<file path="src/hdl/mem_bus_consts.svh">
/*
 * shared sizes of the scratch memory bus
 * widths, port count, pending limit and queue depths
 */
`ifndef MEM_BUS_CONSTS_SVH
`define MEM_BUS_CONSTS_SVH

// bus field widths
`define MB_ADDR_W       8   // word address, 256 words
`define MB_DATA_W       32  // data word

// requester side
`define MB_NUM_PORTS    2   // peer requester ports
`define MB_NUM_PENDING  2   // open transactions per port by default

// queue depths
`define MB_ROUTE_DEPTH  4   // arbiter return-path queue
`define MB_RSP_DEPTH    2   // sram response queue

`endif

</file>
<file path="src/hdl/mem_bus_pkg.sv">
/*
 * types of the single-beat scratch memory bus
 * opcode and isolation state enums, field vectors, port index
 */
`include "mem_bus_consts.svh"

package mem_bus_pkg;

  // request opcode, echoed on the response
  typedef enum logic {
    OP_READ  = 1'b0,
    OP_WRITE = 1'b1
  } mb_op_e;

  // isolation fsm of one port
  typedef enum logic [1:0] {
    ISO_NORMAL,   // straight connection
    ISO_HOLD,     // request valid held until accepted
    ISO_DRAIN,    // no new requests, open responses drain
    ISO_ISOLATE   // port fully cut
  } iso_state_e;

  typedef logic [`MB_ADDR_W-1:0]             mb_addr_t;
  typedef logic [`MB_DATA_W-1:0]             mb_data_t;
  typedef logic [$clog2(`MB_NUM_PORTS)-1:0]  mb_port_t;  // requester index

endpackage

</file>
<file path="src/hdl/bus_isolate.sv">
/*
 * bus isolation for one requester port
 * counts open transactions, drains them on isolate_i, then cuts the port
 */
`include "mem_bus_consts.svh"

module bus_isolate #(
  parameter int unsigned NUM_PENDING = `MB_NUM_PENDING  // open transaction limit, 1 or more
) (
  input  logic                  clk_i,
  input  logic                  rst_i,
  // upstream, from the requester
  input  logic                  req_valid_i,
  output logic                  req_ready_o,
  input  mem_bus_pkg::mb_op_e   req_op_i,
  input  mem_bus_pkg::mb_addr_t req_addr_i,
  input  mem_bus_pkg::mb_data_t req_wdata_i,
  output logic                  rsp_valid_o,
  input  logic                  rsp_ready_i,
  output mem_bus_pkg::mb_op_e   rsp_op_o,
  output mem_bus_pkg::mb_data_t rsp_rdata_o,
  // downstream, toward the arbiter
  output logic                  mreq_valid_o,
  input  logic                  mreq_ready_i,
  output mem_bus_pkg::mb_op_e   mreq_op_o,
  output mem_bus_pkg::mb_addr_t mreq_addr_o,
  output mem_bus_pkg::mb_data_t mreq_wdata_o,
  input  logic                  mrsp_valid_i,
  output logic                  mrsp_ready_o,
  input  mem_bus_pkg::mb_op_e   mrsp_op_i,
  input  mem_bus_pkg::mb_data_t mrsp_rdata_i,
  // isolation control
  input  logic                  isolate_i,
  output logic                  isolated_o
);
  import mem_bus_pkg::*;

  // one extra code for zero open transactions
  localparam int unsigned CNT_W = $clog2(NUM_PENDING + 1);

  iso_state_e       state_q, state_d;
  logic [CNT_W-1:0] pending_q, pending_d;
  logic             req_xfer;  // request leaves downstream
  logic             rsp_xfer;  // response taken upstream
  logic             at_limit;

  assign req_xfer = mreq_valid_o & mreq_ready_i;
  assign rsp_xfer = rsp_valid_o & rsp_ready_i;
  assign at_limit = (pending_q == CNT_W'(NUM_PENDING));

  //////////////////////////////////////////////////////////////////////
  // open transaction counter
  //////////////////////////////////////////////////////////////////////

  always_comb begin
    pending_d = pending_q;
    unique case ({req_xfer, rsp_xfer})
      2'b10:   pending_d = pending_q + CNT_W'(1);
      2'b01:   pending_d = pending_q - CNT_W'(1);
      default: pending_d = pending_q;  // none, or one in and one out
    endcase
  end

  //////////////////////////////////////////////////////////////////////
  // isolation fsm and channel gating
  //////////////////////////////////////////////////////////////////////

  always_comb begin
    state_d      = state_q;
    // straight through by default
    mreq_valid_o = req_valid_i;
    req_ready_o  = mreq_ready_i;
    mreq_op_o    = req_op_i;
    mreq_addr_o  = req_addr_i;
    mreq_wdata_o = req_wdata_i;
    rsp_valid_o  = mrsp_valid_i;
    mrsp_ready_o = rsp_ready_i;
    rsp_op_o     = mrsp_op_i;
    rsp_rdata_o  = mrsp_rdata_i;

    unique case (state_q)
      ISO_NORMAL: begin
        if (at_limit) begin
          // limit reached, stall the handshake
          mreq_valid_o = 1'b0;
          req_ready_o  = 1'b0;
          if (isolate_i) begin
            state_d = ISO_DRAIN;
          end
        end else if (req_valid_i && !mreq_ready_i) begin
          state_d = ISO_HOLD;  // offered but not taken yet
        end else if (isolate_i) begin
          state_d = ISO_DRAIN;
        end
      end
      ISO_HOLD: begin
        mreq_valid_o = 1'b1;  // keep the offer up, ready passes
        if (mreq_ready_i) begin
          state_d = isolate_i ? ISO_DRAIN : ISO_NORMAL;
        end
      end
      ISO_DRAIN: begin
        mreq_valid_o = 1'b0;
        req_ready_o  = 1'b0;
        mreq_op_o    = OP_READ;
        mreq_addr_o  = '0;
        mreq_wdata_o = '0;
        // responses still flow until the count is empty
        if (pending_q == '0) begin
          state_d = ISO_ISOLATE;
        end
      end
      ISO_ISOLATE: begin
        mreq_valid_o = 1'b0;
        req_ready_o  = 1'b0;
        mreq_op_o    = OP_READ;
        mreq_addr_o  = '0;
        mreq_wdata_o = '0;
        rsp_valid_o  = 1'b0;  // response side cut too
        mrsp_ready_o = 1'b0;
        rsp_op_o     = OP_READ;
        rsp_rdata_o  = '0;
        if (!isolate_i) begin
          state_d = ISO_NORMAL;
        end
      end
      default: state_d = ISO_ISOLATE;
    endcase
  end

  always_ff @(posedge clk_i) begin
    if (rst_i) begin
      state_q   <= ISO_ISOLATE;  // port comes up cut
      pending_q <= '0;
    end else begin
      state_q   <= state_d;
      pending_q <= pending_d;
    end
  end

  assign isolated_o = (state_q == ISO_ISOLATE);  // decoded from the register

endmodule

</file>
<file path="config.mk">
export PLATFORM = sky130hd
export DESIGN_NAME = bus_isolate
export DESIGN_NICKNAME = d
export VERILOG_FILES = /design/src/hdl/mem_bus_pkg.sv /design/src/hdl/bus_isolate.sv
export VERILOG_INCLUDE_DIRS = /design/src /design/src/hdl
export SDC_FILE = /design/constraint.sdc
export NUM_CORES = 1
export LEC_CHECK = 0
export CAP_MARGIN = 20
export CORE_ASPECT_RATIO = 2
export CORE_MARGIN = 5
export CORE_UTILIZATION = 25
export CTS_BUF_LIST = sky130_fd_sc_hd__clkbuf_4
export CTS_CLUSTER_DIAMETER = 150
export DETAILED_ROUTE_END_ITERATION = 12
export DONT_BUFFER_PORTS = 1
export PLACE_DENSITY = 0.47
export SLEW_MARGIN = 10
export SYNTH_ARGS = -nofsm -noshare
export SYNTH_HDL_FRONTEND = slang
export SYNTH_SLANG_ARGS = --single-unit
</file>
<file path="constraint.sdc">
create_clock -name clk_i -period 1.5 [get_ports clk_i]
set_input_delay 0.375 -clock clk_i [delete_from_list [all_inputs] [get_ports clk_i]]
set_output_delay 0.375 -clock clk_i [all_outputs]
set_load 0.05 [all_outputs]
</file>
==> impl_metrics.toml <==
[synth]
netlist-cell-type-count = 23
synth-seq-cells = 4
ys.flop_type = "dfxtp_1"
async_flop_share = 0
synth_most_common_cell = "nor2b_1"
syn_area_um2 = 745.7
synthTopCellsByArea = "nor2b_1, and2_1, dfxtp_1"
synth_nets = 197
seq_area_frac_synth = 0.1074
synth_edf_count = 0
synth_top_area_frac = 0.3607
ys.warnings.count = 0
yosys.area.top_type = "nor2b_1"
synthesis.instances = 115
syn_area_per_cell_um2 = 6.484
synth_commonest_cells = "nor2b_1, and2_1, clkbuf_1, dfxtp_1"

[route]
via_per_inst = 4.913
met2_length_um = 2147
route.met3.wl_um = 466
routedWlPerCell_um = 18.49
vias = 1012
first_pass_iters = 2
drtIter0Drc = 9
routed.top_layer = "met4"
drc = 0
routedLengthMet1_um = 1174
antenna_left = 0
routed_wl_um = 3809

[sta]
worst_slack_ns = -0.1068
max_freq_ghz = 0.6224
fin_crit_ns = 1.607
worst_pin_slew_ns = 0.2650
rsz0062_at_grt = "true"
relSlewSlack = 0.8223
finalHoldViolations = 0
fin_crit_sh = 1.071
maxSlewViolCount = 0
finalSetupViolCount = 19
fin_worst_skew_ns = 0.0006615
setup-tns-final_ns = -1.455

[grt]
first_global_vias = 1067
grt_usage = 0.1551
overflow = 0
grt_max_degree = 46
antenna_found_initial = 0
grt_pass1_wl_um = 5313

[worst_setup_path]
cp.arrival_ns = 1.23
path_buf_inv = 2
path_class = "reg2out"
start_kind = "flip-flop"
rr_startpoint = "pending_q[0]"
path_max_fanout = 2
crit_start = "pending_q[0]"
cp_common_cell = "buf_6"
cp-end-kind = "output pin"
crit_slowest_cell = "dfxtp_2"
critPathRequiredTime_ns = 1.12
path_cells = "nand2b_4, a21o_1, buf_6, nor2b_4, buf_6"
slowest_delay_ns = 0.31
path_delay_family = "flip-flops"

[floorplan]
num_rows = 28
start_util = 0.2565
die_w_um = 48.62
io-pin-count = 160
fp.dieH_um = 87.24
core_mm2 = 0.002908
die_area_mm2 = 0.004242

[layout]
multi_input_area_um2 = 705.7
area_delta_synth_final_pct = 133.1
num-fill-cells = 240
drive_above_1_share = 0.5795
diodes = 0
ff_latch_area_um2 = 87.58
nNetsFinal = 260

[place]
hpwl_um = 3264
place.gp.congestion = 0.6998
port_buffers = 0

[worst_hold_path]
min_from = "rst_i"
min_path_type = "in2reg"

[cts]
cts_tree = "built"
clk_latency_ns = 0.23
numCtsBuffers = 3
clk_pin_slew_worst_paths_ns = 0.04
htreeDepth = 1
root_buffer = "clkbuf_4"
holdBufCountCts = 0
clock-sinks = 4
cts_buffer_depth = 2

[power]
p_leak_uw = 0.0007878
peakVddDrop_v = 0.0004843
p_per_area_mw_per_mm2 = 913.2
total_power_uw = 1587

[outcome]
violations = "setup timing"
outcome = "finished with violations"

[job]
max-cap-violations = 0
-- kinds of logic (layout without fill, tap and decap cells) --
logic type	after synthesis	in the layout	synth area share
buffers and inverters	12	73	0.06376
XOR/XNOR	2	2	0.02349
AND/OR/NAND/NOR	88	88	0.7198
adder cells (fa/ha/maj)	1	1	0.01678
flip-flops	4	4	0.1074
AO/OA/AOI/OAI	8	8	0.06881
-- cells in the final DEF (no fill, tap or decap), types with 3 or more instances in the layout --
master	Yosys	final
nor2b_1	43	41
buf_6	0	38
and2_4	0	22
buf_12	0	17
and2_1	35	13
buf_4	0	10
inv_1	3	3
clkbuf_4	0	3
dfxtp_2	0	3
-- final cells by class --
type	count	area share
Tap cell	30	0.02160
Timing Repair Buffer	67	0.5025
Multi-Input combinational cell	99	0.4060
Clock buffer	3	0.01296
Sequential cell	4	0.05040
Inverter	3	0.006479
-- worst paths after layout --
path                   to  slack [ns]  cells after the start
min          pending_q[1]        0.20                      1
max reg2reg  pending_q[1]       -0.04                      6
max          mreq_valid_o       -0.11                      5
min reg2reg  pending_q[1]        0.51                      2
-- stage by stage --
step / setup WS (ns) / area, µm² / utilization / instances / hold WS [ns]
after CTS: -0.1112 / 1610 / 0.5538 / 206 / 0.1939
after global placement: 0.002900 / 1489 / 0.5120 / 202 / 0.4476
after global routing: -0.1583 / 1738 / 0.5977 / 206 / 0.1921
final: -0.1068 / 1738 / 0.5977 / 206 / 0.2046
after floorplan: -0.2411 / 792.0 / - / 115 / 0.4441
after detailed placement: -0.03733 / 1489 / 0.5120 / 202 / 0.4515
-- metal layers --
metal	track usage	up-vias
li1	-	472
met3	0.05146	2
met2	0.2881	104
met1	0.1613	434
met5	0	-
met4	0.04412	0
-- worst register-to-register path: stages (launching register included) --
cell and delay (ns):
dfxtp_2 0.31, nand2b_4 0.13, a21o_1 0.18, nand2_1 0.11, ha_4 0.22, or3_1 0.36
a21oi_1 0.15
-- timing repair --
item / CTS / global route
pin swaps: 2 / 20
gates resized for setup: 41 / 35
buffers inserted: 0 / 0
setup endpoints to repair: 80 / 79
gates cloned: 1 / 0
-- state kept, by name (all words and copies together), names as in the netlist --
signal,flops
state_q,2
pending_q,2
-- report_power, final --
| group | internal (µW) | leakage, µW | switching (µW) |
|---|---|---|---|
| Clock | 89.7 | 0.0000138 | 46.1 |
| Sequential | 121 | 0.0000337 | 12.4 |
| Combinational | 490 | 0.000740 | 828 |
| Total | 700 | 0.000788 | 887 |
No activity file was read; power rests on OpenSTA's default activity.
