<file path="config.mk">
export PLATFORM = sky130hd
export DESIGN_NAME = rr_bus_arbiter
export DESIGN_NICKNAME = d
export VERILOG_FILES = /design/src/hdl/mem_bus_pkg.sv /design/src/hdl/rr_bus_arbiter.sv
export VERILOG_INCLUDE_DIRS = /design/src /design/src/hdl
export SDC_FILE = /design/constraint.sdc
export NUM_CORES = 1
export LEC_CHECK = 0
export BUFFER_PORTS_ARGS = -buffer_cell sky130_fd_sc_hd__clkbuf_2
export CAP_MARGIN = 20
export CELL_PAD_IN_SITES_DETAIL_PLACEMENT = 1
export CELL_PAD_IN_SITES_GLOBAL_PLACEMENT = 1
export CORE_MARGIN = 8
export CORE_UTILIZATION = 21
export CTS_CLUSTER_SIZE = 16
export DETAILED_ROUTE_END_ITERATION = 10
export PLACE_DENSITY_LB_ADDON = 0.3
export SYNTH_ARGS = -nofsm -noshare
export SYNTH_HDL_FRONTEND = slang
export SYNTH_SLANG_ARGS = --single-unit
</file>
<file path="constraint.sdc">
create_clock -name clk_i -period 3.68 [get_ports clk_i]
set_input_delay 0.736 -clock clk_i [delete_from_list [all_inputs] [get_ports clk_i]]
set_output_delay 0.736 -clock clk_i [all_outputs]
set_load 0.01 [all_outputs]
</file>
<file path="src/hdl/mem_bus_consts.svh">
/*
 * shared sizes of the scratch memory bus
 * widths, port count, pending limit and queue depths
 */
`ifndef MEM_BUS_CONSTS_SVH
`define MEM_BUS_CONSTS_SVH

// bus field widths
`define MB_ADDR_W       8   // word address, 256 words
`define MB_DATA_W       32  // data word

// requester side
`define MB_NUM_PORTS    2   // peer requester ports
`define MB_NUM_PENDING  2   // open transactions per port by default

// queue depths
`define MB_ROUTE_DEPTH  4   // arbiter return-path queue
`define MB_RSP_DEPTH    2   // sram response queue

`endif

</file>
<file path="src/hdl/mem_bus_pkg.sv">
/*
 * types of the single-beat scratch memory bus
 * opcode and isolation state enums, field vectors, port index
 */
`include "mem_bus_consts.svh"

package mem_bus_pkg;

  // request opcode, echoed on the response
  typedef enum logic {
    OP_READ  = 1'b0,
    OP_WRITE = 1'b1
  } mb_op_e;

  // isolation fsm of one port
  typedef enum logic [1:0] {
    ISO_NORMAL,   // straight connection
    ISO_HOLD,     // request valid held until accepted
    ISO_DRAIN,    // no new requests, open responses drain
    ISO_ISOLATE   // port fully cut
  } iso_state_e;

  typedef logic [`MB_ADDR_W-1:0]             mb_addr_t;
  typedef logic [`MB_DATA_W-1:0]             mb_data_t;
  typedef logic [$clog2(`MB_NUM_PORTS)-1:0]  mb_port_t;  // requester index

endpackage

</file>
<file path="src/hdl/rr_bus_arbiter.sv">
/*
 * round-robin arbiter merging the requester slots onto one memory bus
 * an in-order route queue sends each response back to its slot
 */
`include "mem_bus_consts.svh"

module rr_bus_arbiter (
  input  logic                                     clk_i,
  input  logic                                     rst_i,
  // requester slots
  input  logic                  [`MB_NUM_PORTS-1:0] s_req_valid_i,
  output logic                  [`MB_NUM_PORTS-1:0] s_req_ready_o,
  input  mem_bus_pkg::mb_op_e   [`MB_NUM_PORTS-1:0] s_req_op_i,
  input  mem_bus_pkg::mb_addr_t [`MB_NUM_PORTS-1:0] s_req_addr_i,
  input  mem_bus_pkg::mb_data_t [`MB_NUM_PORTS-1:0] s_req_wdata_i,
  output logic                  [`MB_NUM_PORTS-1:0] s_rsp_valid_o,
  input  logic                  [`MB_NUM_PORTS-1:0] s_rsp_ready_i,
  output mem_bus_pkg::mb_op_e   [`MB_NUM_PORTS-1:0] s_rsp_op_o,
  output mem_bus_pkg::mb_data_t [`MB_NUM_PORTS-1:0] s_rsp_rdata_o,
  // toward the memory
  output logic                                     m_req_valid_o,
  input  logic                                     m_req_ready_i,
  output mem_bus_pkg::mb_op_e                      m_req_op_o,
  output mem_bus_pkg::mb_addr_t                    m_req_addr_o,
  output mem_bus_pkg::mb_data_t                    m_req_wdata_o,
  input  logic                                     m_rsp_valid_i,
  output logic                                     m_rsp_ready_o,
  input  mem_bus_pkg::mb_op_e                      m_rsp_op_i,
  input  mem_bus_pkg::mb_data_t                    m_rsp_rdata_i
);
  import mem_bus_pkg::*;

  localparam int unsigned NP    = `MB_NUM_PORTS;
  localparam int unsigned RD    = `MB_ROUTE_DEPTH;
  localparam int unsigned PTR_W = (RD > 1) ? $clog2(RD) : 1;
  localparam int unsigned CNT_W = $clog2(RD + 1);

  mb_port_t         prio_q;        // slot with top priority
  mb_port_t         grant_idx;
  mb_port_t         head_idx;      // owner of the oldest open response
  logic             any_valid;
  logic             route_full, route_empty, push, pop;
  mb_port_t         route_mem [RD];
  logic [PTR_W-1:0] wr_ptr_q, rd_ptr_q;
  logic [CNT_W-1:0] count_q;

  function automatic logic [PTR_W-1:0] ptr_inc(input logic [PTR_W-1:0] ptr);
    return (ptr == PTR_W'(RD - 1)) ? '0 : ptr + PTR_W'(1);
  endfunction

  //////////////////////////////////////////////////////////////////////
  // request side
  //////////////////////////////////////////////////////////////////////

  // walk down so the slot nearest prio_q wins
  always_comb begin
    grant_idx = prio_q;
    any_valid = 1'b0;
    for (int i = NP - 1; i >= 0; i--) begin
      if (s_req_valid_i[(int'(prio_q) + i) % NP]) begin
        grant_idx = mb_port_t'((int'(prio_q) + i) % NP);
        any_valid = 1'b1;
      end
    end
  end

  assign route_full    = (count_q == CNT_W'(RD));
  assign route_empty   = (count_q == '0);
  assign m_req_valid_o = any_valid & ~route_full;  // stall on a full route
  assign m_req_op_o    = s_req_op_i[grant_idx];
  assign m_req_addr_o  = s_req_addr_i[grant_idx];
  assign m_req_wdata_o = s_req_wdata_i[grant_idx];
  assign push          = m_req_valid_o & m_req_ready_i;

  always_comb begin
    s_req_ready_o            = '0;
    s_req_ready_o[grant_idx] = m_req_ready_i & ~route_full;
  end

  //////////////////////////////////////////////////////////////////////
  // response side
  //////////////////////////////////////////////////////////////////////

  assign head_idx      = route_mem[rd_ptr_q];
  assign m_rsp_ready_o = s_rsp_ready_i[head_idx] & ~route_empty;
  assign pop           = m_rsp_valid_i & m_rsp_ready_o;

  always_comb begin
    s_rsp_valid_o           = '0;
    s_rsp_valid_o[head_idx] = m_rsp_valid_i & ~route_empty;
    for (int i = 0; i < NP; i++) begin
      s_rsp_op_o[i]    = m_rsp_op_i;     // payload fans out, valid selects
      s_rsp_rdata_o[i] = m_rsp_rdata_i;
    end
  end

  always_ff @(posedge clk_i) begin
    if (push) begin
      route_mem[wr_ptr_q] <= grant_idx;
    end
  end

  always_ff @(posedge clk_i) begin
    if (rst_i) begin
      prio_q   <= '0;
      wr_ptr_q <= '0;
      rd_ptr_q <= '0;
      count_q  <= '0;
    end else begin
      // a waiting grant keeps its slot, a taken one rotates past it
      if (m_req_valid_o) begin
        prio_q <= m_req_ready_i ? mb_port_t'((int'(grant_idx) + 1) % NP) : grant_idx;
      end
      if (push) begin
        wr_ptr_q <= ptr_inc(wr_ptr_q);
      end
      if (pop) begin
        rd_ptr_q <= ptr_inc(rd_ptr_q);
      end
      unique case ({push, pop})
        2'b10:   count_q <= count_q + CNT_W'(1);
        2'b01:   count_q <= count_q - CNT_W'(1);
        default: count_q <= count_q;
      endcase
    end
  end

endmodule

</file>
==> flow_summary.toml, run 1 <==
[clock_tree]
cts.clk_slew.worst_paths_ps = 60
tritoncts = "yes"
cts_setup_buffers = 0
cts_sinks = 14
cts_max_path_buffers = 2
clock-root-buffer = "clkbuf_8"
hold_buffers = 0
cts_resized = 0
clock_latency_ps = 250
cts_buffers = 3
htreeDepth = 1

[global_routing]
overflow = 0
antenna_found_initial = 0
grtUsageTotal_pct = 9.22
grt_pass1_wl_mm = 8.43
grt_start_max_net_pins = 48
grt_pass1_vias = 1540

[power_and_ir_drop]
power.leakage_nw = 1.06
internal_power_w = 0.000432
comb_power_share_pct = 47.1
p_clk_share_pct = 23.0
switching_power_w = 0.000218
p_sw_share_pct = 33.5
p_per_area_nw_per_um2 = 307
peakVddDrop_v = 0.0000993
p_seq_share_pct = 29.9

[cells_and_area]
stdcell_count = 363
design_area_um2 = 2120
nNetsFinal = 389
drive_gt1_share_pct = 72.9
area_growth_pct = 20.1
diodes = 0
final_util_pct = 25.9

[timing]
fin_skew_ps = 3.18
fin_crit_ps = 2660
setup_viol = 0
holdWs_ps = 531
max_freq_ghz = 0.376
maxSlewHeadroom_pct = 74.3
worst_slew_pin_slew_ps = 381
fin_setup_tns_ps = 0
report.final.hold_viol_count = 0
rsz0062_at_grt = "false"
slew_viol_final = 0
min_period_over_period_pct = 72.3

[critical_path]
rr_worst_depth = 8
critPathCaptureType = "primary output"
cp_data_required_time_ps = 2940
startpoint_type = "primary input"
critPathArrivalTime_ps = 1920
critPathKind = "in -> out"
path_max_fanout = 47

[route]
drc = 0
routed_wl_mm = 5.93
postRouteAntennaNets = 0
via_per_inst = 4.04
dr.pass1.iters = 4
wl_per_cell_um = 16.3
dr.first_iter.drc_count = 49
vias = 1467

[run]
cap_violations = 0

[die]
initial_utilization_pct = 21.5
rows = 33
die_x_um = 108
ios = 236
fp.dieH_um = 108
die_area_um2 = 11600
core_um2 = 8180

[yosys]
yosys-top-cells-area = "buf_4, mux2_2, dfxtp_1"
yosys_register_bits = 14
yosysUniqueCellTypes = 27
ys.flop_type = "dfxtp_1"
ys_seq_area_share_pct = 18.2
syn_nets = 317
synth_most_common_cell = "buf_4"
synth_top_area_share_pct = 28.1
yosysWarnings = 0
ys_async_sr_fraction_pct = 0
synth_edf_count = 4
synth.largest_area_cell = "buf_4"
syn_area_um2 = 1760
ys_top_cells_by_count = "buf_4, mux2_2, nor2_1"
syn-mean-instance-area_um2 = 9.42
synth_cells = 187

[place]
io_buffers = 136
place_inst = 359
dpl_cell_area_um2 = 2060
dp_hpwl_mm = 5.26
gp_congestion = 0.744

[hold_path]
whs_path_depth = 2
min_path_type = "reg -> reg"

[outcome]
status = "finished, final reports clean"
[per-stage QoR]
step / setup slack [ps] / total power [W]
after floorplan: 1220 / 0.000453
after detailed placement: 1010 / 0.000511
after global routing: 909 / 0.000701
final: 1020 / 0.000650
after global placement: 1040 / 0.000505
after CTS: 1010 / 0.000665
[area by class of cell]
| cell class | instances | area [µm²] |
|---|---|---|
| Fill cell | 997 | 6060 |
| Inverter | 8 | 30.0 |
| Multi-Input combinational cell | 93 | 863 |
| Clock buffer | 4 | 55.1 |
| Sequential cell | 14 | 320 |
| Tap cell | 105 | 131 |
| Timing Repair Buffer | 139 | 716 |
[cell usage in the layout, fill, tap and decap left out]
| master | n |
|---|---|
| a21oi_1 | 3 |
| a31oi_1 | 1 |
| and2_1 | 4 |
| and3b_2 | 1 |
| buf_12 | 1 |
| buf_4 | 2 |
| clkbuf_2 | 136 |
| clkbuf_8 | 4 |
| dfxtp_1 | 10 |
| edfxtp_1 | 4 |
| fa_1 | 1 |
| ha_1 | 6 |
| inv_1 | 8 |
| maj3_2 | 1 |
| mux2_2 | 41 |
| mux2i_1 | 5 |
| mux2i_2 | 1 |
| mux4_2 | 1 |
| nor2_1 | 13 |
| nor3_1 | 3 |
| nor3b_1 | 3 |
| o211ai_1 | 1 |
| o21ai_0 | 2 |
| o311ai_0 | 2 |
| or3_1 | 1 |
| or4_1 | 1 |
| xor2_1 | 2 |
[layer usage]
metal,vias to the layer above,routed length (µm),share of wire [%],track usage [%]
li1,710,-,-,-
met1,660,2060,35,9.63
met2,72,3050,51,15.7
met3,25,702,12,4.67
met4,0,125,2.1,2.97
met5,-,0,0,0
[final timing paths]
kind / from / slack [ps] / end
setup reg to reg: route_mem[2] / 1100 / count_q[2]
setup / recovery: s_req_valid_i[0] / 1020 / m_req_wdata_o[12]
hold / removal: prio_q / 530 / prio_q
hold reg to reg: prio_q / 530 / prio_q
[power groups by stage]
stage          registers, W  clock network (W)  logic [W]
2_1_floorplan      0.000193                  0   0.000260
3_3_place_gp       0.000197                  0   0.000308
3_5_place_dp       0.000198                  0   0.000313
4_1_cts            0.000195           0.000156   0.000315
5_1_grt            0.000198           0.000164   0.000339
6_report           0.000194           0.000150   0.000306
[worst max-delay path, cell delays in order]
cell,delay [ps]
clkbuf_2,110
inv_1,80
maj3_2,220
buf_12,240
mux2_2,370
clkbuf_2,150
[cell families (layout without fill, tap and decap cells)]
logic type,after synthesis,in the layout,share of synthesized area (%)
fa+ha+maj,8,8,5.97
mux,48,48,31.1
xor+xnor,2,2,0.994
simple gates,26,26,7.67
compound gates,9,9,3.20
flops,14,14,18.2
buf+inv,80,151,32.9
Power figures use the tool's default switching activity.
==> run 2: changes to the inputs <==
Settings changed: CORE_UTILIZATION 21 to 20.
Clock period 3.68 ns to 2.8 ns, I/O delays scaled along.
==> flow_summary.toml, run 2 (synthesis gave the netlist of run 1 again) <==
[cells_and_area]
area_growth_pct = 20.7
mostFrequentLayoutCell = "clkbuf_2"
design_area_um2 = 2130
fill_cells = 1062
nNetsFinal = 390
mostFrequentLayoutCells = "clkbuf_2, mux2_2, nor2_1, dfxtp_1, inv_1"
drive_gt1_share_pct = 73.0
diodes = 0

[timing]
slew_viol_final = 0
fin_crit_ps = 2530
rsz0062_at_grt = "false"
min_period_over_period_pct = 90.5
max_freq_ghz = 0.395
worst_slew_pin_slew_ps = 386
report.final.hold_viol_count = 0
fin_skew_ps = 2.76
fin_setup_tns_ps = 0
maxSlewHeadroom_pct = 73.9
setup_viol = 0

[route]
drc = 0
wl_per_cell_um = 16.3
dr.first_iter.drc_count = 45
postRouteAntennaNets = 0
dr.pass1.iters = 3
vias = 1472
via_per_inst = 4.01
routed_wl_mm = 5.99

[clock_tree]
tritoncts = "yes"
cts_max_path_buffers = 2
hold_buffers = 0
cts_setup_buffers = 0
htreeDepth = 1
cts_buffers = 3
cts.clk_slew.worst_paths_ps = 60
clock_latency_ps = 240
cts_sinks = 14
clock-root-buffer = "clkbuf_8"
cts_resized = 0

[die]
rows = 34
die_x_um = 110
ios = 236
fp.dieH_um = 110
initial_utilization_pct = 20.4
core_um2 = 8640
die_area_um2 = 12100

[place]
dpl_cell_area_um2 = 2070
dp_hpwl_mm = 5.43
gp_congestion = 0.712
io_buffers = 136

[critical_path]
cp.depth = 8
critPathArrivalTime_ps = 2710
path_cells = "mux4_2 -> mux2i_2 -> ha_1 -> inv_1 -> fa_1 -> xor2_1 -> or3_1 -> a21oi_1"
critPathCaptureType = "register"
path_max_fanout = 4
critical-path-max-stage-delay_ps = 550
critPathKind = "reg -> reg"
critPathBufInv = 1
startpoint = "route_mem[3]"
rr_worst_depth = 8
r2r-start = "route_mem[3]"
critPathTopFamily = "multiplexers"
startpoint_type = "register"
cp_data_required_time_ps = 2970
crit_slowest_cell = "mux4_2"

[global_routing]
grtUsageTotal_pct = 8.64
overflow = 0
antenna_found_initial = 0
grt_start_max_net_pins = 39
grt_pass1_vias = 1632
grt_pass1_wl_mm = 8.17

[power_and_ir_drop]
p_per_area_nw_per_um2 = 404
switching_power_w = 0.000288
p_clk_share_pct = 22.4
internal_power_w = 0.000572
power.leakage_nw = 1.07
p_seq_share_pct = 29.9
peakVddDrop_v = 0.000177
comb_power_share_pct = 47.7
p_sw_share_pct = 33.5

[run]
cap_violations = 0

[hold_path]
whs_path_depth = 2
min_path_type = "reg -> reg"
min-delay-start = "count_q[2]"

[outcome]
status = "finished, final reports clean"
-- run 2: power groups by stage --
stage	combinational [W]	clock [W]	sequential (W)
final	0.000410	0.000193	0.000257
after global routing	0.000458	0.000211	0.000260
after CTS	0.000421	0.000203	0.000257
after detailed placement	0.000419	0	0.000262
after global placement	0.000411	0	0.000260
after floorplan	0.000342	0	0.000254
-- run 2: final cells by class --
class	instances	area (µm²)	area share, %
flip-flops and latches	14	320	15.1
well taps	108	135	6.35
inverters	8	30.0	1.41
repair buffers	140	723	34.0
multi-input cells	93	863	40.6
clock buffers	4	55.1	2.59
-- run 2: worst reg2reg max path: stages, from the launching register on --
cell,delay [ps]
edfxtp_1,350
mux4_2,550
mux2i_2,300
ha_1,240
inv_1,60
fa_1,370
xor2_1,160
or3_1,310
a21oi_1,140
-- run 2: layer usage --
| layer | track usage, % | part of all wire (%) | vias up |
|---|---|---|---|
| li1 | - | - | 710 |
| met3 | 5.51 | 15 | 17 |
| met4 | 2.70 | 2.0 | 0 |
| met1 | 8.49 | 33 | 660 |
| met5 | 0 | 0 | - |
| met2 | 14.6 | 50 | 85 |
-- run 2: final timing paths --
path                                   end  slack, ps
worst max-delay path            count_q[2]        270
worst min-delay path            count_q[2]        550
worst max register to register  count_q[2]        270
worst min register to register  count_q[2]        550
-- run 2: stage by stage --
step | total power, W | utilization [%] | hold slack [ps] | setup WS [ps] | cells
3_5_place_dp | 0.000680 | 24.0 | 544 | 270 | 363
6_report | 0.000860 | 24.6 | 549 | 266 | 367
4_1_cts | 0.000881 | 24.6 | 554 | 256 | 367
3_3_place_gp | 0.000671 | 24.0 | 530 | 288 | 363
2_1_floorplan | 0.000596 | - | 487 | 397 | 187
5_1_grt | 0.000929 | 24.6 | 596 | 68.0 | 367
==> run 3: changes to the inputs <==
--- a/constraint.sdc
+++ b/constraint.sdc
@@ -3,2 +3,2 @@
 set_output_delay 0.56 -clock clk_i [all_outputs]
-set_load 0.01 [all_outputs]
+set_load 0.05 [all_outputs]
==> flow_summary.toml, run 3 (synthesis gave the netlist of run 1 again) <==
[power_and_ir_drop]
power.leakage_nw = 1.07
total_power_w = 0.00108
peakVddDrop_v = 0.000186
comb_power_share_pct = 58.3
p_seq_share_pct = 23.7
switching_power_w = 0.000510
p_clk_share_pct = 18.0
p_per_area_nw_per_um2 = 506
internal_power_w = 0.000571
p_sw_share_pct = 47.2

[timing]
fin_setup_tns_ps = 0
maxSlewHeadroom_pct = 74.4
rsz0062_at_grt = "false"
report.final.hold_viol_count = 0
fin_skew_ps = 2.02
slew_viol_final = 0
holdWs_ps = 542
max_freq_ghz = 0.384
worst_slew_pin_slew_ps = 379
fin_crit_ps = 2600
min_period_over_period_pct = 93.0
setup_viol = 0

[die]
fp.dieH_um = 110
die_x_um = 110
rows = 34
die_area_um2 = 12100
ios = 236
core_um2 = 8640
initial_utilization_pct = 20.4

[critical_path]
cp.depth = 8
path_cells = "mux4_2 -> mux2i_2 -> ha_1 -> inv_1 -> fa_1 -> xor2_1 -> or3_1 -> a21oi_1"
r2r-start = "route_mem[3]"
critical-path-max-stage-delay_ps = 550
path_max_fanout = 4
startpoint = "route_mem[3]"
critPathKind = "reg -> reg"
critPathArrivalTime_ps = 2780
r2r_slack_ps = 200
startpoint_type = "register"
critPathTopFamily = "multiplexers"
critPathBufInv = 1
rr_endpoint = "count_q[2]"
critPathCaptureType = "register"
cp_data_required_time_ps = 2980
rr_worst_depth = 8
crit_slowest_cell = "mux4_2"

[hold_path]
whs_endpoint = "count_q[2]"
min-delay-start = "count_q[2]"
whs_path_depth = 2
min_path_type = "reg -> reg"

[cells_and_area]
nNetsFinal = 390
mostFrequentLayoutCell = "clkbuf_2"
fill_cells = 1060
diodes = 0
area_growth_pct = 21.3
mostFrequentLayoutCells = "clkbuf_2, mux2_2, nor2_1, dfxtp_1, inv_1"
drive_gt1_share_pct = 73.7

[clock_tree]
cts_setup_buffers = 0
cts_max_path_buffers = 2
cts_resized = 0
cts_sinks = 14
clock-root-buffer = "clkbuf_8"
cts.clk_slew.worst_paths_ps = 60
cts_buffers = 3
htreeDepth = 1
clock_latency_ps = 240
tritoncts = "yes"
hold_buffers = 0

[place]
dp_hpwl_mm = 5.13
io_buffers = 136
gp_congestion = 0.684

[route]
dr.first_iter.drc_count = 33
drc = 0
dr.pass1.iters = 2
postRouteAntennaNets = 0
wl_per_cell_um = 15.5
routed_wl_mm = 5.69
vias = 1438
via_per_inst = 3.92

[global_routing]
gr-usage-met3_pct = 3.87
grt_pass1_vias = 1612
grt_start_max_net_pins = 31
met1_usage_pct = 8.85
grtUsageTotal_pct = 8.34
antenna_found_initial = 0
grt_pass1_wl_mm = 7.98
overflow = 0
use_met2_pct = 14.4
busiest_layer = "met2"

[outcome]
status = "finished, final reports clean"

[run]
cap_violations = 0
run 3: changes by cell type in the layout (fill, tap and decap cells not counted):
cell,previous run,this run
nor3_2,0,1
nor3b_2,0,1
nor3b_1,3,2
nor3_1,3,2
run 3: power by group through the flow:
stage,Sequential (W),Combinational [W],Clock [W]
after floorplan,0.000254,0.000727,0
after global placement,0.000259,0.000632,0
after detailed placement,0.000262,0.000637,0
after CTS,0.000257,0.000640,0.000202
after global routing,0.000263,0.000678,0.000215
final,0.000256,0.000630,0.000195
run 3: layout make-up:
class,instances,area [µm²],share of cell area (%)
inverters,8,30.0,1.41
flip-flops and latches,14,320,15.0
clock buffers,4,55.1,2.58
repair buffers,140,723,33.8
multi-input cells,93,873,40.9
well taps,108,135,6.32
run 3: how the worst max path moves through the flow:
stage	to	slack, ps
after detailed placement	count_q[2]	190
after CTS	count_q[2]	170
after global placement	count_q[2]	240
after floorplan	s_rsp_valid_o[0]	180
final	count_q[2]	200
after global routing	count_q[2]	50
run 3: tightest hold or removal path, stage by stage, from the launching register on:
cell and delay [ps]:
dfxtp_1 350, o21ai_0 90, a21oi_1 60
run 3: per-stage QoR:
step / std cells / setup WS (ps) / cell area [µm²] / util (%)
6_report: 367 / 195 / 2140 / 24.7
5_1_grt: 367 / 46.6 / 2140 / 24.7
4_1_cts: 367 / 173 / 2140 / 24.7
3_5_place_dp: 363 / 194 / 2080 / 24.1
3_3_place_gp: 363 / 245 / 2080 / 24.1
2_1_floorplan: 187 / 175 / 1770 / -
run 3: layer usage:
metal	vias up	share of wire, %
li1	710	-
met1	631	34
met2	80	51
met3	17	13
met4	0	1.6
met5	-	0
